[config.mk]
export PLATFORM = sky130hd
export DESIGN_NAME = beam_sum_stage
export DESIGN_NICKNAME = d
export VERILOG_FILES = /design/src/logic/beam_pkg.sv /design/src/logic/beam_sum_stage.sv
export VERILOG_INCLUDE_DIRS = /design/src /design/src/logic
export SDC_FILE = /design/constraint.sdc
export NUM_CORES = 2
export LEC_CHECK = 0
export BUFFER_PORTS_ARGS = -buffer_cell sky130_fd_sc_hd__buf_2
export CAP_MARGIN = 20
export CORE_AREA = 2 2 548 550
export CTS_BUF_LIST = sky130_fd_sc_hd__clkbuf_4 sky130_fd_sc_hd__clkbuf_8
export DETAILED_ROUTE_END_ITERATION = 16
export DIE_AREA = 0 0 550 552
export GPL_ROUTABILITY_DRIVEN = 0
export PLACE_DENSITY = 0.36
export SETUP_SLACK_MARGIN = 0.05
export SYNTH_ARGS = -nofsm -noshare
export SYNTH_HDL_FRONTEND = slang
export SYNTH_SLANG_ARGS = --single-unit
export TNS_END_PERCENT = 1
[constraint.sdc]
create_clock -name clock -period 12.6 [get_ports clock]
set_input_delay 1.26 -clock clock [delete_from_list [all_inputs] [get_ports clock]]
set_output_delay 1.26 -clock clock [all_outputs]
set_load 0.005 [all_outputs]
[src/logic/beam_defines.svh]
/*
  widths and counts shared by the beamforming combiner
  weights are signed Q1.7, so the product shift equals the fraction width
  BEAM_PROD_W and BEAM_SUM_W must hold the shifted product and the four-channel sum
  queue depth is also the credit count upstream starts with
*/
`ifndef BEAM_DEFINES_SVH
`define BEAM_DEFINES_SVH

// sample and weight component widths
`define BEAM_SAMPLE_W 16
`define BEAM_WEIGHT_W 8
`define BEAM_WEIGHT_FRAC 7

// beat geometry
`define BEAM_LANES 8
`define BEAM_CHANNELS 4

// internal arithmetic widths, product after the Q1.7 shift and channel sum
`define BEAM_PROD_W 18
`define BEAM_SUM_W 20

// flow control, upstream credits equal the queue depth
`define BEAM_QUEUE_DEPTH 4
`define BEAM_OUT_CREDITS 2

`endif

[src/logic/beam_pkg.sv]
/*
  data types of the beamforming combiner
  all complex values keep real and imaginary parts as signed fields
  lane 0 sits in the low bits of every beat
*/
`include "beam_defines.svh"

package beam_pkg;

    // one complex input or output sample
    typedef struct packed {
        logic signed [`BEAM_SAMPLE_W-1:0] re;
        logic signed [`BEAM_SAMPLE_W-1:0] im;
    } cplx_sample_t;

    // complex weight, both parts in Q1.7
    typedef struct packed {
        logic signed [`BEAM_WEIGHT_W-1:0] re;
        logic signed [`BEAM_WEIGHT_W-1:0] im;
    } cplx_weight_t;

    // weighted sample after the arithmetic shift, still wider than a sample
    typedef struct packed {
        logic signed [`BEAM_PROD_W-1:0] re;
        logic signed [`BEAM_PROD_W-1:0] im;
    } cplx_prod_t;

    typedef struct packed {
        cplx_sample_t [`BEAM_LANES-1:0] lane;
    } channel_beat_t;

    // input beat, every channel for one time slot
    typedef struct packed {
        channel_beat_t [`BEAM_CHANNELS-1:0] chan;
        logic last;
    } array_beat_t;

    typedef struct packed {
        cplx_weight_t [`BEAM_CHANNELS-1:0] chan;
    } weight_set_t;

    // record between the weight stage and the sum stage
    typedef struct packed {
        cplx_prod_t [`BEAM_CHANNELS-1:0][`BEAM_LANES-1:0] prod;
        logic last;
    } weighted_beat_t;

    // combined output beat
    typedef struct packed {
        cplx_sample_t [`BEAM_LANES-1:0] lane;
        logic last;
    } beam_beat_t;

endpackage

[src/logic/beam_sum_stage.sv]
/*
  second pipeline stage, adds the weighted channels lane by lane
  each component is clamped to the signed sample range separately
  one cycle latency, never stalls
*/
`include "beam_defines.svh"

module beam_sum_stage (
    input  logic                       clock,
    input  logic                       resetn,
    input  logic                       prod_valid,
    input  beam_pkg::weighted_beat_t   prod_beat,
    output logic                       sum_valid,
    output beam_pkg::beam_beat_t       sum_beat
);

    localparam int SUM_W = `BEAM_SUM_W;
    localparam int SAMPLE_W = `BEAM_SAMPLE_W;

    typedef logic signed [SUM_W-1:0] sum_t;

    beam_pkg::beam_beat_t sum_next;

    // clamp a channel sum into the sample range
    // the value fits when every bit above the sample sign bit copies the sign
    function automatic logic signed [SAMPLE_W-1:0] saturate(input sum_t v);
        if (v[SUM_W-1:SAMPLE_W-1] == {(SUM_W - SAMPLE_W + 1){v[SUM_W-1]}}) begin
            return v[SAMPLE_W-1:0];
        end else if (v[SUM_W-1]) begin
            return {1'b1, {(SAMPLE_W - 1){1'b0}}};
        end else begin
            return {1'b0, {(SAMPLE_W - 1){1'b1}}};
        end
    endfunction

    for (genvar l = 0; l < `BEAM_LANES; l++) begin : g_lane
        sum_t sum_re;
        sum_t sum_im;

        // sign extend each product to the sum width and accumulate
        always_comb begin
            sum_re = '0;
            sum_im = '0;
            for (int c = 0; c < `BEAM_CHANNELS; c++) begin
                sum_re = sum_re + sum_t'(prod_beat.prod[c][l].re);
                sum_im = sum_im + sum_t'(prod_beat.prod[c][l].im);
            end
        end

        assign sum_next.lane[l].re = saturate(sum_re);
        assign sum_next.lane[l].im = saturate(sum_im);
    end

    assign sum_next.last = prod_beat.last;

    always_ff @(posedge clock) begin
        if (!resetn) begin
            sum_valid <= 1'b0;
        end else begin
            sum_valid <= prod_valid;
        end
    end

    always_ff @(posedge clock) begin
        if (prod_valid) begin
            sum_beat <= sum_next;
        end
    end

endmodule

---- Word-level counts from Yosys, hierarchy flattened ----
Index checks and enable logic that the tools add are counted.
cells by class
  equality and inequality tests ........... 16
  multiplexer cells ....................... 32
  add/subtract/negate cells ............... 48
operators with widths
  operator                                   count
  16-bit 2-to-1 mux                          32
  19-bit by 18-bit adder with 20-bit output  16
  20-bit by 18-bit adder with 20-bit output  16
  18-bit by 18-bit adder with 19-bit output  16
  4-bit equality test                        16
word-level totals
  logic and storage cells ................. 114
  register bits after elaboration ......... 258

---- Logic depth before layout (Yosys ltp) ----
  word-level depth ........................ 5
  mapped depth ............................ 17
  depth with buffers taken out ............ 16

---- Least setup slack after synthesis ----
No wires, ideal clock.
  kind .................................... input to register
  start point ............................. in prod_beat[272] (netlist name)
  end point ............................... reg sum_beat[249] (netlist name) (data pin)
  setup time .............................. 0.254 ns
  stages on the path ...................... 16
  path buffers ............................ 1
  arrival time ............................ 5.009 ns
  setup slack ............................. 7.337 ns
  path through ............................ inv_1 -> fa_1 -> fa_1 -> inv_1 -> ha_1 -> fa_1 -> a21o_1 -> a311o_1 -> nand3_1 -> nor2_1 -> nor4b_1 -> nor4_1 -> maj3_1 -> o21a_1 -> buf_2 -> a21o_1
RTL lines
  what                  RTL line              RTL
  from (decl)           beam_sum_stage.sv:12  input beam_pkg::weighted_beat_t prod_beat,
  to (signal assigned)  beam_sum_stage.sv:66  sum_beat <= sum_next;
  to (decl)             beam_sum_stage.sv:14  output beam_pkg::beam_beat_t sum_beat

==> results <==
- The run finished with clean final reports.
- The number of buffers created by CTS is 56.
- The area growth from synthesis to layout is 31.4%.
- Setup violations remaining at the end of the flow were counted as 0.
- The average footprint of a synthesized cell is 8.75 sq um.
- The number of inserted filler cells in the final layout is 33926.
- By area the synthesized netlist is led by sky130_fd_sc_hd__fa_1 (28%), sky130_fd_sc_hd__edfxtp_1 (19%), sky130_fd_sc_hd__inv_1 (15%).
- The count of clock tree sinks is 258.
- By count the netlist is led by sky130_fd_sc_hd__inv_1 (1717), sky130_fd_sc_hd__fa_1 (592), sky130_fd_sc_hd__ha_1 (304).
- The endpoint kind of the worst setup timing path is a flop.
- The first TritonRoute pass finished after 5 iterations.
- The total via count in the routed design is 37140.
- The fraction of registers with async set or reset after synthesis is 0%.
- Synthesis produced 4754 cells.
- The buffer depth of the longest clock path is 3.
- Setup repair after global routing left no endpoint under its margin.
- The total wirelength of the detailed-routed design is 209000 microns.
- The final-report max-slew violation count came to 0.
- Dividing total power by cell area gives a power density of 185 nW/um^2.
- Hold repair after CTS inserted 0 buffers.
- The buffer cell driving the clock tree root is sky130_fd_sc_hd__clkbuf_8.
- The synthesized design contains 257 enable-type register cells.
- In this run the remaining antenna-violating nets after routing total 0.
- The number of distinct standard cells referenced by the synthesized netlist is 98.
- The critical path is of the in2reg type.
- The area of the mapped netlist is 41600 sq um.
- The number of nets handed over by synthesis was 6806.
- The die span in y is 552 microns.
- After detailed routing, the number of vias per cell comes to 3.64.
- Post-CTS repair changed the size of 0 cells.
- The H-tree generated during clock tree synthesis spans 2 levels.
- Summing all non-filler instances in the final layout gives an area of 54700 sq um.
- The clock-pin slew on the worst setup and hold paths is 0.06 ns.
- Once detailed placement completed, the half-perimeter wirelength came to 192000 microns.
- Once the floorplan was initialized, standard cells occupied 13.9% of the core.
- The count of placed standard cells in the final layout, fillers left out is 10199.
- The reported leakage power is 29.0 nW.
- The top-level port count is 1414.
- The number of global-route vias before repair is 39808.
- The post-detailed-route wirelength per cell is 20.5 microns.
- Yosys printed 0 warnings.
- The minimum clock period after layout is 5.64 ns.
- At the pin with the least slew margin, the transition time is 1.04 ns.
- Entering global routing, the biggest net connects 86 pins.
- Timing would allow up to 177 MHz.
- STA puts the critical path data required time at 13.01 ns.
- The fraction of layout instances using a drive strength above 1 is 25.2%.
- The worst setup path is launched from a primary input.
- The synthesized design devotes to its leading area cell type 28.5% of total area.
- The number of violations reported at the end of detailed-routing iteration 0 is 1785.
- After detailed placement, the total cell area comes to 53500 sq um.
- The post-synthesis sequential area ratio is 18.6%.
- Data on the critical path arrives at its endpoint at 6.05 ns.
- The instance count after placement with tap cells included is 10076.
- Post-CTS timing repair inserted 0 buffers for setup.
- The global-route wire length before repair is 290000 microns.
- The largest total area in the synthesized netlist belongs to sky130_fd_sc_hd__fa_1.
- The final critical-path share of the clock period is 44.8%.
- The number of antenna violations at the first check in global routing is 72.
- The worst-case vdd ir drop is 0.0682 mV.
- From left edge to right edge, the die measures 550 microns.
- The final number of hold-violating endpoints is 0.
- In this run the worst hold path is classified as in2reg.
- The final layout contains 8231 nets.
- After floorplanning, the core was divided into 201 placement rows.
- The number of input and output port buffers inserted is 1413.
- The final global-route overflow total is 0.
- The global-route total usage across every layer is 13.4%.
- The area of the core is 298000 sq um.
- Among all cell types in the netlist, the one instantiated most often is sky130_fd_sc_hd__inv_1.
- The synthesis-stage register bit count is 258.
- The worst relative slew slack is 30.6%.
- The area enclosed by the die boundary is 304000 sq um.
- In the final timing run, aggregate negative setup slack is 0 ns.
- The leading register cell type out of synthesis is sky130_fd_sc_hd__edfxtp_1.
- The largest driver fanout on the critical path is 13.
- TritonCTS built the clock tree.
- For this run, design rule violations remaining after detail routing come to 0.
- The tool flagged a number of max-cap violations equal to 0.
[layer usage]
layer | track usage (%) | vias up | part of all wire, %
li1 | - | 17565 | -
met1 | 16.0 | 18053 | 41
met2 | 22.9 | 1275 | 48
met3 | 3.84 | 215 | 7.7
met4 | 3.89 | 32 | 3.1
met5 | 0 | - | 0.088
[area by class of cell]
cell class / count / area (sq um) / share of cell area (%)
inverters: 1717 / 6440 / 11.8
multi-input cells: 2722 / 27200 / 49.7
diodes: 19 / 47.5 / 0.0870
repair buffers: 1424 / 7180 / 13.1
clock buffers: 69 / 875 / 1.60
flip-flops and latches: 258 / 7740 / 14.2
well taps: 3958 / 4950 / 9.06
clock inverters: 32 / 280 / 0.513
[flip-flops by register name, indices dropped and copies added, names as in the netlist]
register and count:
sum_beat 257, sum_valid 1
[cells in the final DEF, fill, tap and decap left out, types with 12 or more instances in the layout]
master / n
sky130_fd_sc_hd__inv_1: 1717
sky130_fd_sc_hd__o21ai_1: 19
sky130_fd_sc_hd__xnor2_1: 163
sky130_fd_sc_hd__nand2_1: 148
sky130_fd_sc_hd__a31oi_1: 19
sky130_fd_sc_hd__a21oi_1: 295
sky130_fd_sc_hd__nor2b_1: 21
sky130_fd_sc_hd__clkbuf_4: 13
sky130_fd_sc_hd__o211ai_1: 19
sky130_fd_sc_hd__o22ai_1: 12
sky130_fd_sc_hd__and2_1: 16
sky130_fd_sc_hd__xor2_1: 95
sky130_fd_sc_hd__edfxtp_1: 257
sky130_fd_sc_hd__o21a_1: 50
sky130_fd_sc_hd__diode_2: 19
sky130_fd_sc_hd__o21ai_0: 225
sky130_fd_sc_hd__ha_1: 304
sky130_fd_sc_hd__o21bai_1: 38
sky130_fd_sc_hd__clkbuf_8: 57
sky130_fd_sc_hd__nor2_1: 147
sky130_fd_sc_hd__nor3_1: 27
sky130_fd_sc_hd__clkinv_1: 14
sky130_fd_sc_hd__nand2b_1: 26
sky130_fd_sc_hd__a211oi_1: 31
sky130_fd_sc_hd__nand4_1: 25
sky130_fd_sc_hd__nand3_1: 56
sky130_fd_sc_hd__or3_1: 14
sky130_fd_sc_hd__a21o_1: 146
sky130_fd_sc_hd__buf_2: 1412
sky130_fd_sc_hd__fa_1: 592
sky130_fd_sc_hd__and3_1: 21
[cells by family after synthesis]
family,Yosys count,share of synthesized area [%]
xor+xnor,260,5.51
simple gates,574,6.90
flops,258,18.6
fa+ha+maj,897,37.7
buf+inv,1774,16.1
mux,6,0.150
compound gates,985,15.1
[final timing paths]
path / from / end / slack, ns / depth (start not counted)
setup / recovery: prod_beat[128] / sum_beat[118]$_DFFE_PP_ / 6.96 / 16
hold / removal: prod_beat[0] / sum_beat[0]$_DFFE_PP_ / 0.70 / 1
[through the flow]
step / total power, W / hold WS, ns / utilization, % / setup slack (ns)
after floorplan: 0.00613 / 1.36 / - / 7.34
after global routing: 0.0111 / 0.561 / 18.3 / 6.76
final: 0.0101 / 0.701 / 18.3 / 6.96
after CTS: 0.0104 / 0.518 / 18.3 / 7.02
after detailed placement: 0.00923 / 1.44 / 17.9 / 6.16
after global placement: 0.00922 / 1.44 / 17.9 / 6.32
[power breakdown]
group          internal, W  switching, W
registers          0.00174      0.000297
clock network     0.000556      0.000468
logic              0.00263       0.00442
[worst max-delay path: stages]
cell	delay (ns)
sky130_fd_sc_hd__buf_2	0.08
sky130_fd_sc_hd__inv_1	0.04
sky130_fd_sc_hd__fa_1	0.49
sky130_fd_sc_hd__fa_1	0.50
sky130_fd_sc_hd__inv_1	0.05
sky130_fd_sc_hd__ha_1	0.25
sky130_fd_sc_hd__fa_1	0.51
sky130_fd_sc_hd__a211oi_1	0.36
sky130_fd_sc_hd__o211ai_1	0.18
sky130_fd_sc_hd__a221oi_1	0.45
sky130_fd_sc_hd__o211a_1	0.22
sky130_fd_sc_hd__o21bai_1	0.14
sky130_fd_sc_hd__a221oi_1	0.32
sky130_fd_sc_hd__xnor2_1	0.19
sky130_fd_sc_hd__nor2_1	0.76
sky130_fd_sc_hd__o21ai_0	0.24
Power figures use the tool's default switching activity.
