===== config.mk =====
export PLATFORM = sky130hd
export DESIGN_NAME = beam_out_queue
export DESIGN_NICKNAME = d
export VERILOG_FILES = /design/src/logic/beam_pkg.sv /design/src/logic/beam_out_queue.sv
export VERILOG_INCLUDE_DIRS = /design/src /design/src/logic
export SDC_FILE = /design/constraint.sdc
export NUM_CORES = 1
export LEC_CHECK = 0
export BUFFER_PORTS_ARGS = -buffer_cell sky130_fd_sc_hd__buf_2
export CORE_MARGIN = 1.5
export CORE_UTILIZATION = 35
export CTS_CLUSTER_DIAMETER = 80
export CTS_CLUSTER_SIZE = 16
export DETAILED_ROUTE_END_ITERATION = 6
export GPL_TIMING_DRIVEN = 1
export SYNTH_ARGS = -nofsm -noshare
export SYNTH_HDL_FRONTEND = slang
export SYNTH_SLANG_ARGS = --single-unit

===== constraint.sdc =====
create_clock -name clock -period 7.1 [get_ports clock]
set_clock_uncertainty 0.05 [all_clocks]
set_input_delay 0.355 -clock clock [delete_from_list [all_inputs] [get_ports clock]]
set_output_delay 0.355 -clock clock [all_outputs]
set_load 0.01 [all_outputs]

===== src/logic/beam_defines.svh =====
/*
  widths and counts shared by the beamforming combiner
  weights are signed Q1.7, so the product shift equals the fraction width
  BEAM_PROD_W and BEAM_SUM_W must hold the shifted product and the four-channel sum
  queue depth is also the credit count upstream starts with
*/
`ifndef BEAM_DEFINES_SVH
`define BEAM_DEFINES_SVH

// sample and weight component widths
`define BEAM_SAMPLE_W 16
`define BEAM_WEIGHT_W 8
`define BEAM_WEIGHT_FRAC 7

// beat geometry
`define BEAM_LANES 8
`define BEAM_CHANNELS 4

// internal arithmetic widths, product after the Q1.7 shift and channel sum
`define BEAM_PROD_W 18
`define BEAM_SUM_W 20

// flow control, upstream credits equal the queue depth
`define BEAM_QUEUE_DEPTH 4
`define BEAM_OUT_CREDITS 2

`endif


===== src/logic/beam_pkg.sv =====
/*
  data types of the beamforming combiner
  all complex values keep real and imaginary parts as signed fields
  lane 0 sits in the low bits of every beat
*/
`include "beam_defines.svh"

package beam_pkg;

    // one complex input or output sample
    typedef struct packed {
        logic signed [`BEAM_SAMPLE_W-1:0] re;
        logic signed [`BEAM_SAMPLE_W-1:0] im;
    } cplx_sample_t;

    // complex weight, both parts in Q1.7
    typedef struct packed {
        logic signed [`BEAM_WEIGHT_W-1:0] re;
        logic signed [`BEAM_WEIGHT_W-1:0] im;
    } cplx_weight_t;

    // weighted sample after the arithmetic shift, still wider than a sample
    typedef struct packed {
        logic signed [`BEAM_PROD_W-1:0] re;
        logic signed [`BEAM_PROD_W-1:0] im;
    } cplx_prod_t;

    typedef struct packed {
        cplx_sample_t [`BEAM_LANES-1:0] lane;
    } channel_beat_t;

    // input beat, every channel for one time slot
    typedef struct packed {
        channel_beat_t [`BEAM_CHANNELS-1:0] chan;
        logic last;
    } array_beat_t;

    typedef struct packed {
        cplx_weight_t [`BEAM_CHANNELS-1:0] chan;
    } weight_set_t;

    // record between the weight stage and the sum stage
    typedef struct packed {
        cplx_prod_t [`BEAM_CHANNELS-1:0][`BEAM_LANES-1:0] prod;
        logic last;
    } weighted_beat_t;

    // combined output beat
    typedef struct packed {
        cplx_sample_t [`BEAM_LANES-1:0] lane;
        logic last;
    } beam_beat_t;

endpackage


===== src/logic/beam_out_queue.sv =====
/*
  output queue with credit flow control on both sides
  writes are never refused because upstream credits keep the occupancy in range
  a beat leaves only while a downstream credit is held
  in_credit follows each departure by one cycle
*/
`include "beam_defines.svh"

module beam_out_queue (
    input  logic                   clock,
    input  logic                   resetn,
    input  logic                   sum_valid,
    input  beam_pkg::beam_beat_t   sum_beat,
    input  logic                   out_credit,
    output logic                   out_valid,
    output beam_pkg::beam_beat_t   out_beat,
    output logic                   in_credit
);

    localparam int DEPTH = `BEAM_QUEUE_DEPTH;
    localparam int PTR_W = (DEPTH > 1) ? $clog2(DEPTH) : 1;
    localparam int CNT_W = $clog2(DEPTH + 1);
    localparam int CRED_W = $clog2(`BEAM_OUT_CREDITS + 1);

    beam_pkg::beam_beat_t mem [DEPTH];

    logic [PTR_W-1:0]  wr_ptr;
    logic [PTR_W-1:0]  rd_ptr;
    logic [CNT_W-1:0]  count;
    logic [CRED_W-1:0] credits;
    logic              pop;

    // a beat leaves when one is stored and downstream has room for it
    assign pop = (count != '0) && (credits != '0);

    // entries hold meaning only while the count covers them
    always_ff @(posedge clock) begin
        if (sum_valid) begin
            mem[wr_ptr] <= sum_beat;
        end
    end

    always_ff @(posedge clock) begin
        if (!resetn) begin
            wr_ptr <= '0;
            rd_ptr <= '0;
            count  <= '0;
        end else begin
            if (sum_valid) begin
                wr_ptr <= (wr_ptr == PTR_W'(DEPTH - 1)) ? '0 : wr_ptr + 1'b1;
            end
            if (pop) begin
                rd_ptr <= (rd_ptr == PTR_W'(DEPTH - 1)) ? '0 : rd_ptr + 1'b1;
            end
            // simultaneous write and read leave the occupancy unchanged
            case ({sum_valid, pop})
                2'b10:   count <= count + 1'b1;
                2'b01:   count <= count - 1'b1;
                default: count <= count;
            endcase
        end
    end

    // a credit returned in the same cycle as a pop cancels it in the downstream count
    always_ff @(posedge clock) begin
        if (!resetn) begin
            credits <= CRED_W'(`BEAM_OUT_CREDITS);
        end else begin
            case ({pop, out_credit})
                2'b10:   credits <= credits - 1'b1;
                2'b01:   credits <= credits + 1'b1;
                default: credits <= credits;
            endcase
        end
    end

    // the output register shows each popped beat for exactly one valid cycle
    always_ff @(posedge clock) begin
        if (!resetn) begin
            out_valid <= 1'b0;
            in_credit <= 1'b0;
        end else begin
            out_valid <= pop;
            // the freed entry goes back to upstream the cycle after its beat is shown
            in_credit <= out_valid;
        end
    end

    always_ff @(posedge clock) begin
        if (pop) begin
            out_beat <= mem[rd_ptr];
        end
    end

endmodule


======== Word-level counts from Yosys, hierarchy flattened ========
Memories as Yosys holds them, arrays and structs flattened. A register that Yosys moved wholly into a read port is not among the register bits.
Cells that the tools add are included.
storage, ports and cells
  flip-flop bits (word level) ............. 11
  bits in latches ......................... 0
  bits in writable memories ............... 1028
  memory bits (read-only) ................. 0
  bits of input ports ..................... 261
  output and inout bits ................... 259
  word-level logic and storage cells ...... 30
  memories ................................ 1
memories
  name  depth  width  rd ports  clocked after memory_dff  write ports  line                  RTL
  mem   4      257    1         1                         1            beam_out_queue.sv:25  beam_pkg::beam_beat_t mem [DEPTH];
operators by class
  add/sub/neg operators ................... 6
  multipliers ............................. 0
  div/mod/pow operators ................... 0
  order comparisons ....................... 0
  eq/ne operators ......................... 6
  shifts and indexed selects .............. 0
  mux-type cells .......................... 6
  bitwise gates (word level) .............. 0
  reduce and logical (&&, ||, !) cells .... 5
operators by type and width
  kind                                                                    count
  2-bit equality test (second input constant)                             4
  2-bit by 1-bit adder with 2-bit output (second input constant)          3
  3-bit one-hot mux with 2 select lines                                   1
  2-bit nonzero test                                                      3
  2-bit by 1-bit equality test with 1-bit output (second input constant)  2
  2-bit 2-to-1 mux                                                        2
  2-bit one-hot mux with 2 select lines                                   1
  3-bit by 1-bit adder with 3-bit output (second input constant)          1
  3-bit nonzero test                                                      1
  3-bit by 1-bit subtractor with 3-bit output (second input constant)     1
  1-bit 2-to-1 mux                                                        2
  2-bit by 1-bit subtractor with 2-bit output (second input constant)     1
  1-bit logical AND                                                       1

======== Logic depth before layout (Yosys ltp) ========
Gate-level depths: netlist (run 1).
  depth in word-level cells ............... 4
  depth in mapped cells ................... 7
  depth with buffers taken out ............ 7

======== Worst setup path before layout (run 1) ========
No wires, ideal clock.
  path kind ............................... register -> register
  start point ............................. register count[0]
  end point ............................... register count[2]
  library setup time ...................... 76 ps
  data arrival time ....................... 7076 ps
  required time ........................... 6974 ps
  slack ................................... -101 ps
  stages on the path, launching flop included .. 8
  path buffers ............................ 0
  period minus slack after synthesis ...... 7201 ps
  cells stage by stage .................... dfxtp_1 -> o32ai_2 -> inv_1 -> ha_1 -> fa_1 -> xnor2_1 -> or3_1 -> a21boi_0
on the way
  cells in the longest elaborated chain, start to end .. 4
  elaborated cells between the ends (all ways) .. 8
  those cells by class .................... add/sub (2); eq/ne (2); mux (1); reduce/logical (3)
RTL lines
  item                                                                                   line                  RTL
  from (decl)                                                                            beam_out_queue.sv:29  logic [CNT_W-1:0] count;
  from (signal assigned)                                                                 beam_out_queue.sv:57  2'b10: count <= count + 1'b1;
  from (signal assigned)                                                                 beam_out_queue.sv:58  2'b01: count <= count - 1'b1;
  from (signal assigned)                                                                 beam_out_queue.sv:59  default: count <= count;
  3-bit nonzero test (*)                                                                 beam_out_queue.sv:34  assign pop = (count != '0) && (credits != '0);
  1-bit logical AND (*)                                                                  beam_out_queue.sv:34
  net pop                                                                                beam_out_queue.sv:31  logic pop;
  2-bit by 1-bit equality test with 1-bit output or 2-bit equality test (tied branches)  beam_out_queue.sv:56  case ({sum_valid, pop})
  3-bit one-hot mux with 2 select lines or 2-bit nonzero test (tied branches)            -
Mark *: on every way through the listed nets, which the timed path passes. The rest lies on a longest branch.
A chain may end at the register's enable or synchronous reset.

======== Worst setup path in the final report (run 1) ========
  start point ............................. register count[0]
  end point ............................... register out_beat[127] (netlist name)
on the way
  cells in the longest elaborated chain, start to end .. 2
RTL lines
  item                line
  3-bit nonzero test  beam_out_queue.sv:34
  1-bit logical AND   beam_out_queue.sv:34
  net pop             beam_out_queue.sv:31
The timed path passes the listed nets, and every way through them passes these cells.

==> results of run 1 <==
sequential cells by signal, indices dropped and copies added, names as in the netlist:
register,count
wr_ptr,2
rd_ptr,2
count,3
in_credit,1
credits,2
out_beat,257
mem,1028
out_valid,1
where the power goes:
group / switching (uW) / internal, uW
Clock: 2500 / 2500
Sequential: 413 / 9950
Combinational: 2350 / 1630
Total: 5270 / 14100
synth_stat cells, drive strengths merged, types with 2 or more instances:
master,number
edfxtp,1285
mux4,257
buf,54
dfxtp,11
and2,8
ha,7
clkbuf,5
inv,4
o21ai,4
nand3,3
nor2b,3
xnor2,3
mux2i,2
nand2,2
or3,2
layer usage:
metal  routed length, um  part of all wire (%)
met5                  34                 0.036
met2               48200                    52
met4                2570                   2.7
met1               36300                    39
met3                6480                   6.9
cell type report:
type | count | share of cell area (%)
Tap cell | 1729 | 3.91
Multi-Input combinational cell | 298 | 11.1
Timing Repair Buffer | 800 | 9.88
Clock inverter | 18 | 0.394
Sequential cell | 1296 | 70.2
Inverter | 4 | 0.0340
Antenna cell | 5 | 0.0226
Clock buffer | 111 | 4.45
cells in the final DEF, fill, tap and decap left out:
cell type      count
a21boi_0           1
a21oi_1            1
and2_1             4
and2_4             4
buf_12             8
buf_2            519
buf_4             13
bufinv_16          1
clkbuf_1          15
clkbuf_16         96
clkinv_1           1
clkinv_16          1
clkinv_2           1
clkinv_4           1
clkinv_8           2
clkinvlp_4         6
dfxtp_1            9
dfxtp_4            2
diode_2            5
dlygate4sd3_1    260
edfxtp_1        1285
fa_1               1
ha_1               7
inv_1              3
inv_12             2
inv_6              3
inv_8              1
mux2i_1            2
mux4_2           257
nand2_1            2
nand3_1            3
nor2_1             1
nor2b_1            3
nor3b_1            1
o21ai_0            4
o32ai_2            1
or3_1              2
xnor2_1            3
xor2_1             1
per-stage QoR:
step,cell area (um^2),hold slack (ns),utilization [%]
after CTS,55300,0.0305,43.1
after global placement,50000,0.396,39.0
final,55300,0.116,43.1
after global routing,55300,0.0645,43.1
after floorplan,45400,0.404,-
after detailed placement,50000,0.404,39.0
critical path, stage by stage (launching register included):
cell and delay, ns:
dfxtp_1 0.36, o32ai_2 0.53, clkinvlp_4 0.76, buf_4 0.64
buf_4 0.54
path summary, 6_finish.rpt:
check / startpoint / endpoint / cells after the start
setup / recovery: count[0]$_SDFFE_PN0P_ / out_beat[127]$_DFFE_PP_ / 4
hold / removal: out_credit / credits[0]$_SDFFE_PN0P_ / 4
setup reg to reg: count[0]$_SDFFE_PN0P_ / out_beat[127]$_DFFE_PP_ / 4
hold reg to reg: out_valid$_SDFF_PN0_ / in_credit$_SDFF_PN0_ / 1
cells by family (layout without fill, tap and decap cells):
logic type / count (synthesis) / count (layout) / share of synthesized area [%]
flops: 1296 / 1296 / 85.5
compound gates: 7 / 7 / 0.108
simple gates: 20 / 20 / 0.254
fa+ha+maj: 8 / 8 / 0.237
buf+inv: 63 / 933 / 1.03
other cells: 0 / 5 / 0
xor+xnor: 4 / 4 / 0.0772
mux: 259 / 259 / 12.8
repair_timing:
item | 4_1_cts | 5_1_grt
setup endpoints to repair | 0 | 0
hold buffers | 260 | 0
endpoints found under the hold margin | 1039 | 0
==> results.json, run 1 <==
{
  "drive_gt1_share_pct": 36.3,
  "pwr_density_cell_nw_per_um2": 350,
  "drt-initial-drc-count": 1575,
  "crit_arrival_ns": 3.75,
  "syn_avg_cell_area_um2": 27.4,
  "tritoncts": "done",
  "fin_crit_sh_pct": 49.0,
  "wl_per_cell_um": 21.9,
  "rsz0062_at_grt": "no",
  "required_ns": 7.37,
  "tns_ns": 0,
  "overflow": 0,
  "cts_sinks": 1296,
  "ys.flop_type": "edfxtp_1",
  "worst_setup_hold_path_clk_slew_ns": 0.07,
  "cp-start-kind": "register",
  "grtUsageMet1_pct": 17.0,
  "finalWorstPathRequiredPeriod_ns": 3.48,
  "antenna_left": 0,
  "yosys.cell_types.count": 24,
  "numCtsBuffers": 95,
  "ir_drop_v": 0.000254,
  "crit_type": "register to register",
  "ys_top_cells_by_area": "edfxtp_1 85%, mux4_2 13%, buf_6 0.62%",
  "dp_cells": 3867,
  "cts-root-buf": "clkbuf_16",
  "multi_input_area_um2": 6120,
  "maxCapViolCount": 0,
  "route.final.wire_length_um": 93500,
  "gr-usage-met3_pct": 4.13,
  "r2r_slack_ns": 3.62,
  "fill_cells": 11000,
  "worst_pin_slew_ns": 1.31,
  "clkLatencyLatePin_ns": 0.71,
  "leakage_uw": 0.0181,
  "rows": 131,
  "syn_inst": 1657,
  "htreeDepth": 3,
  "antenna_found_initial": 10,
  "regArea_um2": 38800,
  "pin_count": 520,
  "core_area_um2": 128000,
  "totalPowerFinal_uw": 19400,
  "vias_per_cell": 4.71,
  "grt_max_degree": 140,
  "synth_warnings": 0,
  "gr-usage-met2_pct": 24.6,
  "dieArea_um2": 132000,
  "report.final.slew_viol_count": 0,
  "fp.dieW_um": 363,
  "status": "complete, no violations",
  "worstSetupEndpointType": "register",
  "seq_area_frac_synth_pct": 85.5,
  "gp_congestion": 0.733,
  "setup_violations": 0,
  "cts_resized": 0,
  "hold_violations": 0,
  "via_count": 20100,
  "ys_ff_latch": 1296,
  "drt_first_pass_iters": 5,
  "place_ws_ns": 3.55,
  "yosysTopAreaCell": "edfxtp_1",
  "cts_setup_buffers": 0,
  "synth_top_area_share_pct": 85.0,
  "io_buffer_count": 519,
  "die_h_um": 363,
  "maxSlewHeadroom_pct": 12.6,
  "grt_usage_pct": 14.2,
  "layout_setup_ws_ns": 3.62,
  "clock_path_buffers": 3,
  "path_max_fanout": 63,
  "max_freq_mhz": 287,
  "final_nets": 2764,
  "start_util_pct": 35.4,
  "min_path_type": "input pin to register",
  "area_growth_pct": 21.8,
  "globalRoute.busiestLayer": "met2",
  "layout.cells.non_filler": 4261,
  "netlist_area_um2": 45400,
  "grt_pass1_vias": 22100,
  "async_reset_ff_share_pct": 0,
  "dp_hpwl_um": 54400,
  "synthesis.nets": 1926,
  "grt_pass1_wl_um": 139000,
  "post-route-drc-count": 0,
  "synth_edf_count": 1285
}
No activity file was read; power rests on OpenSTA's default activity.
==> run 2, diff against run 1 <==
clock period = 3.06 ns   (was 7.1 ns; I/O delays follow)
==> run 2 against run 1 <==
  * Clock power up 130%
  * Routed wire length up 1.6%
  * Combinational power up 140%
  * Non-clock buffer count up 48
  * Core utilization up 0.60 points
  * Die area unchanged
  * Critical path depth up 3
  * Final cell count up 1.3%
==> results.json, run 2 (same netlist as run 1, synthesis figures left out) <==
{
  "worst_setup_hold_path_clk_slew_ns": 0.07,
  "pwr_density_cell_nw_per_um2": 809,
  "core_area_um2": 128000,
  "tns_ns": 0,
  "critical-path-max-stage-delay_ns": 0.41,
  "grt_pass1_vias": 22300,
  "fp.dieW_um": 363,
  "final_common_cell": "edfxtp_1",
  "post-route-drc-count": 0,
  "layout_setup_ws_ns": 0.613,
  "worst_path_max_delay_cell": "o32ai_4",
  "ir_drop_v": 0.000992,
  "dieArea_um2": 132000,
  "die_h_um": 363,
  "rows": 131,
  "r2r-start": "count[2]$_SDFFE_PN0P_",
  "vias_per_cell": 4.72,
  "start_util_pct": 35.4,
  "pin_count": 520,
  "max_freq_mhz": 409,
  "finalWorstPathRequiredPeriod_ns": 2.45,
  "required_ns": 3.64,
  "overflow": 0,
  "fin_crit_sh_pct": 80.0,
  "report.final.slew_viol_count": 0,
  "setup_violations": 0,
  "path_max_fanout": 6,
  "layout.cells.non_filler": 4317,
  "final_cell_mix": "1,285 x edfxtp_1, 519 x buf_2, 261 x dlygate4sd3_1",
  "dp_hpwl_um": 59700,
  "numCtsBuffers": 96,
  "status": "complete, no violations",
  "dp_cells": 3914,
  "totalPowerFinal_uw": 45300,
  "min_path_type": "input pin to register",
  "multi_input_area_um2": 6140,
  "largestRegisters": "mem: 1028 flops, out_beat: 257 flops, count: 3 flops",
  "clkLatencyLatePin_ns": 0.74,
  "crit_arrival_ns": 3.03,
  "drt_first_pass_iters": 5,
  "regArea_um2": 38800,
  "wl_per_cell_um": 22.0,
  "cts_sinks": 1296,
  "cp-start-kind": "register",
  "antenna_found_initial": 19,
  "area_growth_pct": 23.5,
  "fill_cells": 10900,
  "maxSlewHeadroom_pct": 28.7,
  "antenna_left": 0,
  "top_register": "mem",
  "grt_max_degree": 125,
  "drive_gt1_share_pct": 37.6,
  "utilization_pct": 43.7,
  "grt_pass1_wl_um": 141000,
  "cts-root-buf": "clkbuf_16",
  "htreeDepth": 3,
  "hold_violations": 0,
  "grt_usage_pct": 14.4,
  "crit_type": "register to register",
  "leakage_uw": 0.0184,
  "cts_setup_buffers": 0,
  "io_buffer_count": 519,
  "worst_pin_slew_ns": 1.07,
  "final_nets": 2813,
  "via_count": 20400,
  "drt-initial-drc-count": 1447,
  "maxCapViolCount": 0,
  "place_ws_ns": 0.621,
  "rsz0062_at_grt": "no",
  "path_cells": "o32ai_4 -> clkinvlp_4 -> ha_1 -> fa_2 -> xnor2_1 -> or3_1 -> a21boi_1",
  "gp_congestion": 0.751,
  "startpoint": "count[2]$_SDFFE_PN0P_",
  "worstSetupEndpointType": "register",
  "tritoncts": "done",
  "clock_path_buffers": 3,
  "route.final.wire_length_um": 95000,
  "hp-start": "sum_beat[173]",
  "largest_register_ffs": 1028
}
## run 2: changes by cell type in the layout (fill, tap and decap cells not counted), moves of 5 or more
cell | before | now
clkinvlp_4 | 6 | 1
buf_12 | 8 | 36
buf_4 | 13 | 32
clkinv_8 | 2 | 8
diode_2 | 5 | 12
## run 2: critical path: cells and delay by family, from the launching register on
family                     cells  cell delay [ns]
adders and majority gates      2             0.68
AOI/OAI and AO/OA              2             0.55
DFF                            1             0.34
xor gates and xnor gates       1             0.15
and+or+nand+nor                1             0.33
buffers and inverters          1             0.26
## run 2: report_power, final
part           switching [uW]  internal [uW]  leakage [uW]
clock                    5870           5790       0.00131
combinational            5610           4100       0.00513
sequential                890          23100        0.0120
total                   12400          33000        0.0184
## run 2: metal layers
layer  vias to the layer above  part of all wire (%)  track usage [%]
met1                     10800                    39             17.7
met2                       575                    51             24.4
met4                        18                   2.5             4.88
li1                       8875                     -                -
met5                         -                  0.15                0
met3                       133                   7.3             4.06
## run 2: final timing paths
path	to	slack [ns]	cells after the start
min	mem[0][173]$_DFFE_PP_	0.11	2
min reg2reg	in_credit$_SDFF_PN0_	0.40	1
max	count[2]$_SDFFE_PN0P_	0.61	7
max reg2reg	count[2]$_SDFFE_PN0P_	0.61	7
## run 2: what timing repair did
action,in CTS,in global routing
hold endpoints to repair,1079,0
hold buffers,261,0
gates resized for setup,0,0
endpoints found under the setup margin,0,0
## run 2: area by class of cell
cell class                      instances  share of cell area, %
Sequential cell                      1296                   69.3
Timing Repair Buffer                  848                   11.0
Multi-Input combinational cell        298                   11.0
Clock buffer                          113                   4.44
Tap cell                             1729                   3.86
Clock inverter                         17                  0.366
Antenna cell                           12                 0.0536
Inverter                                4                 0.0335
## run 2: through the flow
stage | hold WS [ns] | cell area [um^2]
detailed placement | 0.319 | 50700
CTS | 0.0224 | 56000
floorplan | 0.202 | 45400
global route | 0.0702 | 56000
global placement | 0.311 | 50700
finish | 0.111 | 56000
==> run 3, diff against run 2 <==
clock period = 2.4 ns   (was 3.06 ns; I/O delays follow)
==> run 3 against run 2 <==
  * The flow now finishes with violations (antenna rules)
  * Maximum frequency up 9.9%
  * First-iteration DRC count up 2.5%
  * Hold slack improved by 0.00086 ns
  * Via count up 0.52%
  * Global-route usage about the same
  * Critical path type unchanged
  * Critical endpoint is now credits[1]$_SDFFE_PN1P_
  * Largest cell class unchanged
==> results.json, run 3 (same netlist as run 1, synthesis figures left out) <==
{
  "status": "complete, but fails checks",
  "violations": "antenna rules",
  "area_growth_pct": 24.6,
  "place_ws_ns": 0.189,
  "grt_max_degree": 106,
  "post-route-drc-count": 0,
  "dp_hpwl_um": 61800,
  "hold_violations": 0,
  "via_count": 20500,
  "worst_pin_slew_ns": 0.894,
  "min_path_type": "input pin to register",
  "final_nets": 2854,
  "grt_usage_pct": 14.4,
  "drt_first_pass_iters": 5,
  "grt_pass1_wl_um": 141000,
  "drt-initial-drc-count": 1483,
  "finalWorstPathRequiredPeriod_ns": 2.23,
  "drive_gt1_share_pct": 38.9,
  "grt_pass1_vias": 22300,
  "required_ns": 2.98,
  "r2r_slack_ns": 0.17,
  "utilization_pct": 44.1,
  "start_util_pct": 35.4,
  "die_h_um": 363,
  "cp-start-kind": "register",
  "dieArea_um2": 132000,
  "largest_register_ffs": 1028,
  "io_buffer_count": 519,
  "report.final.slew_viol_count": 0,
  "cts_resized": 0,
  "route.final.wire_length_um": 95600,
  "crit_type": "register to register",
  "cts_sinks": 1296,
  "fin_crit_sh_pct": 92.8,
  "vias_per_cell": 4.70,
  "max_freq_mhz": 449,
  "hp-start": "sum_beat[24]",
  "layout_setup_ws_ns": 0.174,
  "gp_congestion": 0.764,
  "numCtsBuffers": 94,
  "rsz0062_at_grt": "no",
  "crit_arrival_ns": 2.81,
  "cts_setup_buffers": 0,
  "startpoint": "count[1]$_SDFFE_PN0P_",
  "worst_setup_hold_path_clk_slew_ns": 0.07,
  "pin_count": 520,
  "r2r-start": "count[1]$_SDFFE_PN0P_",
  "ir_drop_v": 0.00105,
  "core_area_um2": 128000,
  "antenna_found_initial": 18,
  "postCtsHoldBufs": 261,
  "clkLatencyLatePin_ns": 0.70,
  "maxCapViolCount": 0,
  "timing.rr.end": "credits[1]$_SDFFE_PN1P_",
  "clock_path_buffers": 3,
  "largestRegisters": "mem: 1028 flops, out_beat: 257 flops, count: 3 flops",
  "setup_violations": 0,
  "htreeDepth": 3,
  "final_common_cell": "edfxtp_1",
  "worstSetupEndpoint": "credits[1]$_SDFFE_PN1P_",
  "overflow": 0,
  "antenna_left": 1,
  "worstSetupEndpointType": "register",
  "path_max_fanout": 5,
  "wl_per_cell_um": 21.9,
  "tritoncts": "done",
  "cts-root-buf": "clkbuf_16",
  "maxSlewHeadroom_pct": 40.4,
  "fp.dieW_um": 363,
  "top_register": "mem",
  "final_cell_mix": "1,285 x edfxtp_1, 519 x buf_2, 261 x dlygate4sd3_1",
  "rows": 131,
  "leakage_uw": 0.0187,
  "reg2regPathDepth": 6,
  "pwr_density_cell_nw_per_um2": 1020
}
==> run 3: routing by layer <==
| metal | part of all wire, % | global-route usage [%] |
|---|---|---|
| met2 | 51 | 24.4 |
| met1 | 40 | 17.9 |
| met4 | 2.2 | 4.15 |
| met3 | 7.1 | 4.29 |
| met5 | 0.083 | 0 |
==> run 3: power breakdown <==
| part | switching [uW] | internal, uW | leakage [uW] |
|---|---|---|---|
| registers | 1040 | 29400 | 0.0120 |
| clock network | 7230 | 7300 | 0.00127 |
| logic | 7400 | 5420 | 0.00541 |
| total | 15700 | 42100 | 0.0187 |
==> run 3: final cells by class <==
class | count | area [um^2]
multi-input cells | 298 | 6190
repair buffers | 891 | 6690
well taps | 1729 | 2160
inverters | 4 | 21.3
diodes | 15 | 37.5
clock inverters | 14 | 128
flip-flops and latches | 1296 | 38800
clock buffers | 111 | 2480
fillers | 10800 | 71600
==> run 3: worst min path at each step <==
stage	end	slack [ns]	depth (start not counted)
after floorplan	mem[0][0]$_DFFE_PP_	0.17	0
after global placement	mem[0][175]$_DFFE_PP_	0.28	1
after detailed placement	mem[0][149]$_DFFE_PP_	0.29	1
after CTS	mem[0][204]$_DFFE_PP_	0.02	2
after global routing	mem[0][179]$_DFFE_PP_	0.06	2
final	mem[0][24]$_DFFE_PP_	0.11	2
==> run 3: critical path, cell delays in order, from the launching register on <==
cell	delay, ns
dfxtp_2	0.35
o32ai_4	0.32
buf_4	0.20
ha_1	0.26
or3_1	0.37
nand3_1	0.09
dlygate4sd3_1	0.54
==> run 3: metrics by stage <==
stage / hold slack [ns] / power, uW / instance area (um^2) / TNS (ns) / instances
global route: 0.0570 / 60300 / 56500 / 0 / 4351
CTS: 0.0179 / 58800 / 56500 / 0 / 4343
detailed placement: 0.285 / 43800 / 51300 / 0 / 3957
global placement: 0.279 / 43600 / 51300 / 0 / 3957
finish: 0.112 / 57800 / 56500 / 0 / 4358
floorplan: 0.169 / 35000 / 45500 / -1140.03 / 1657
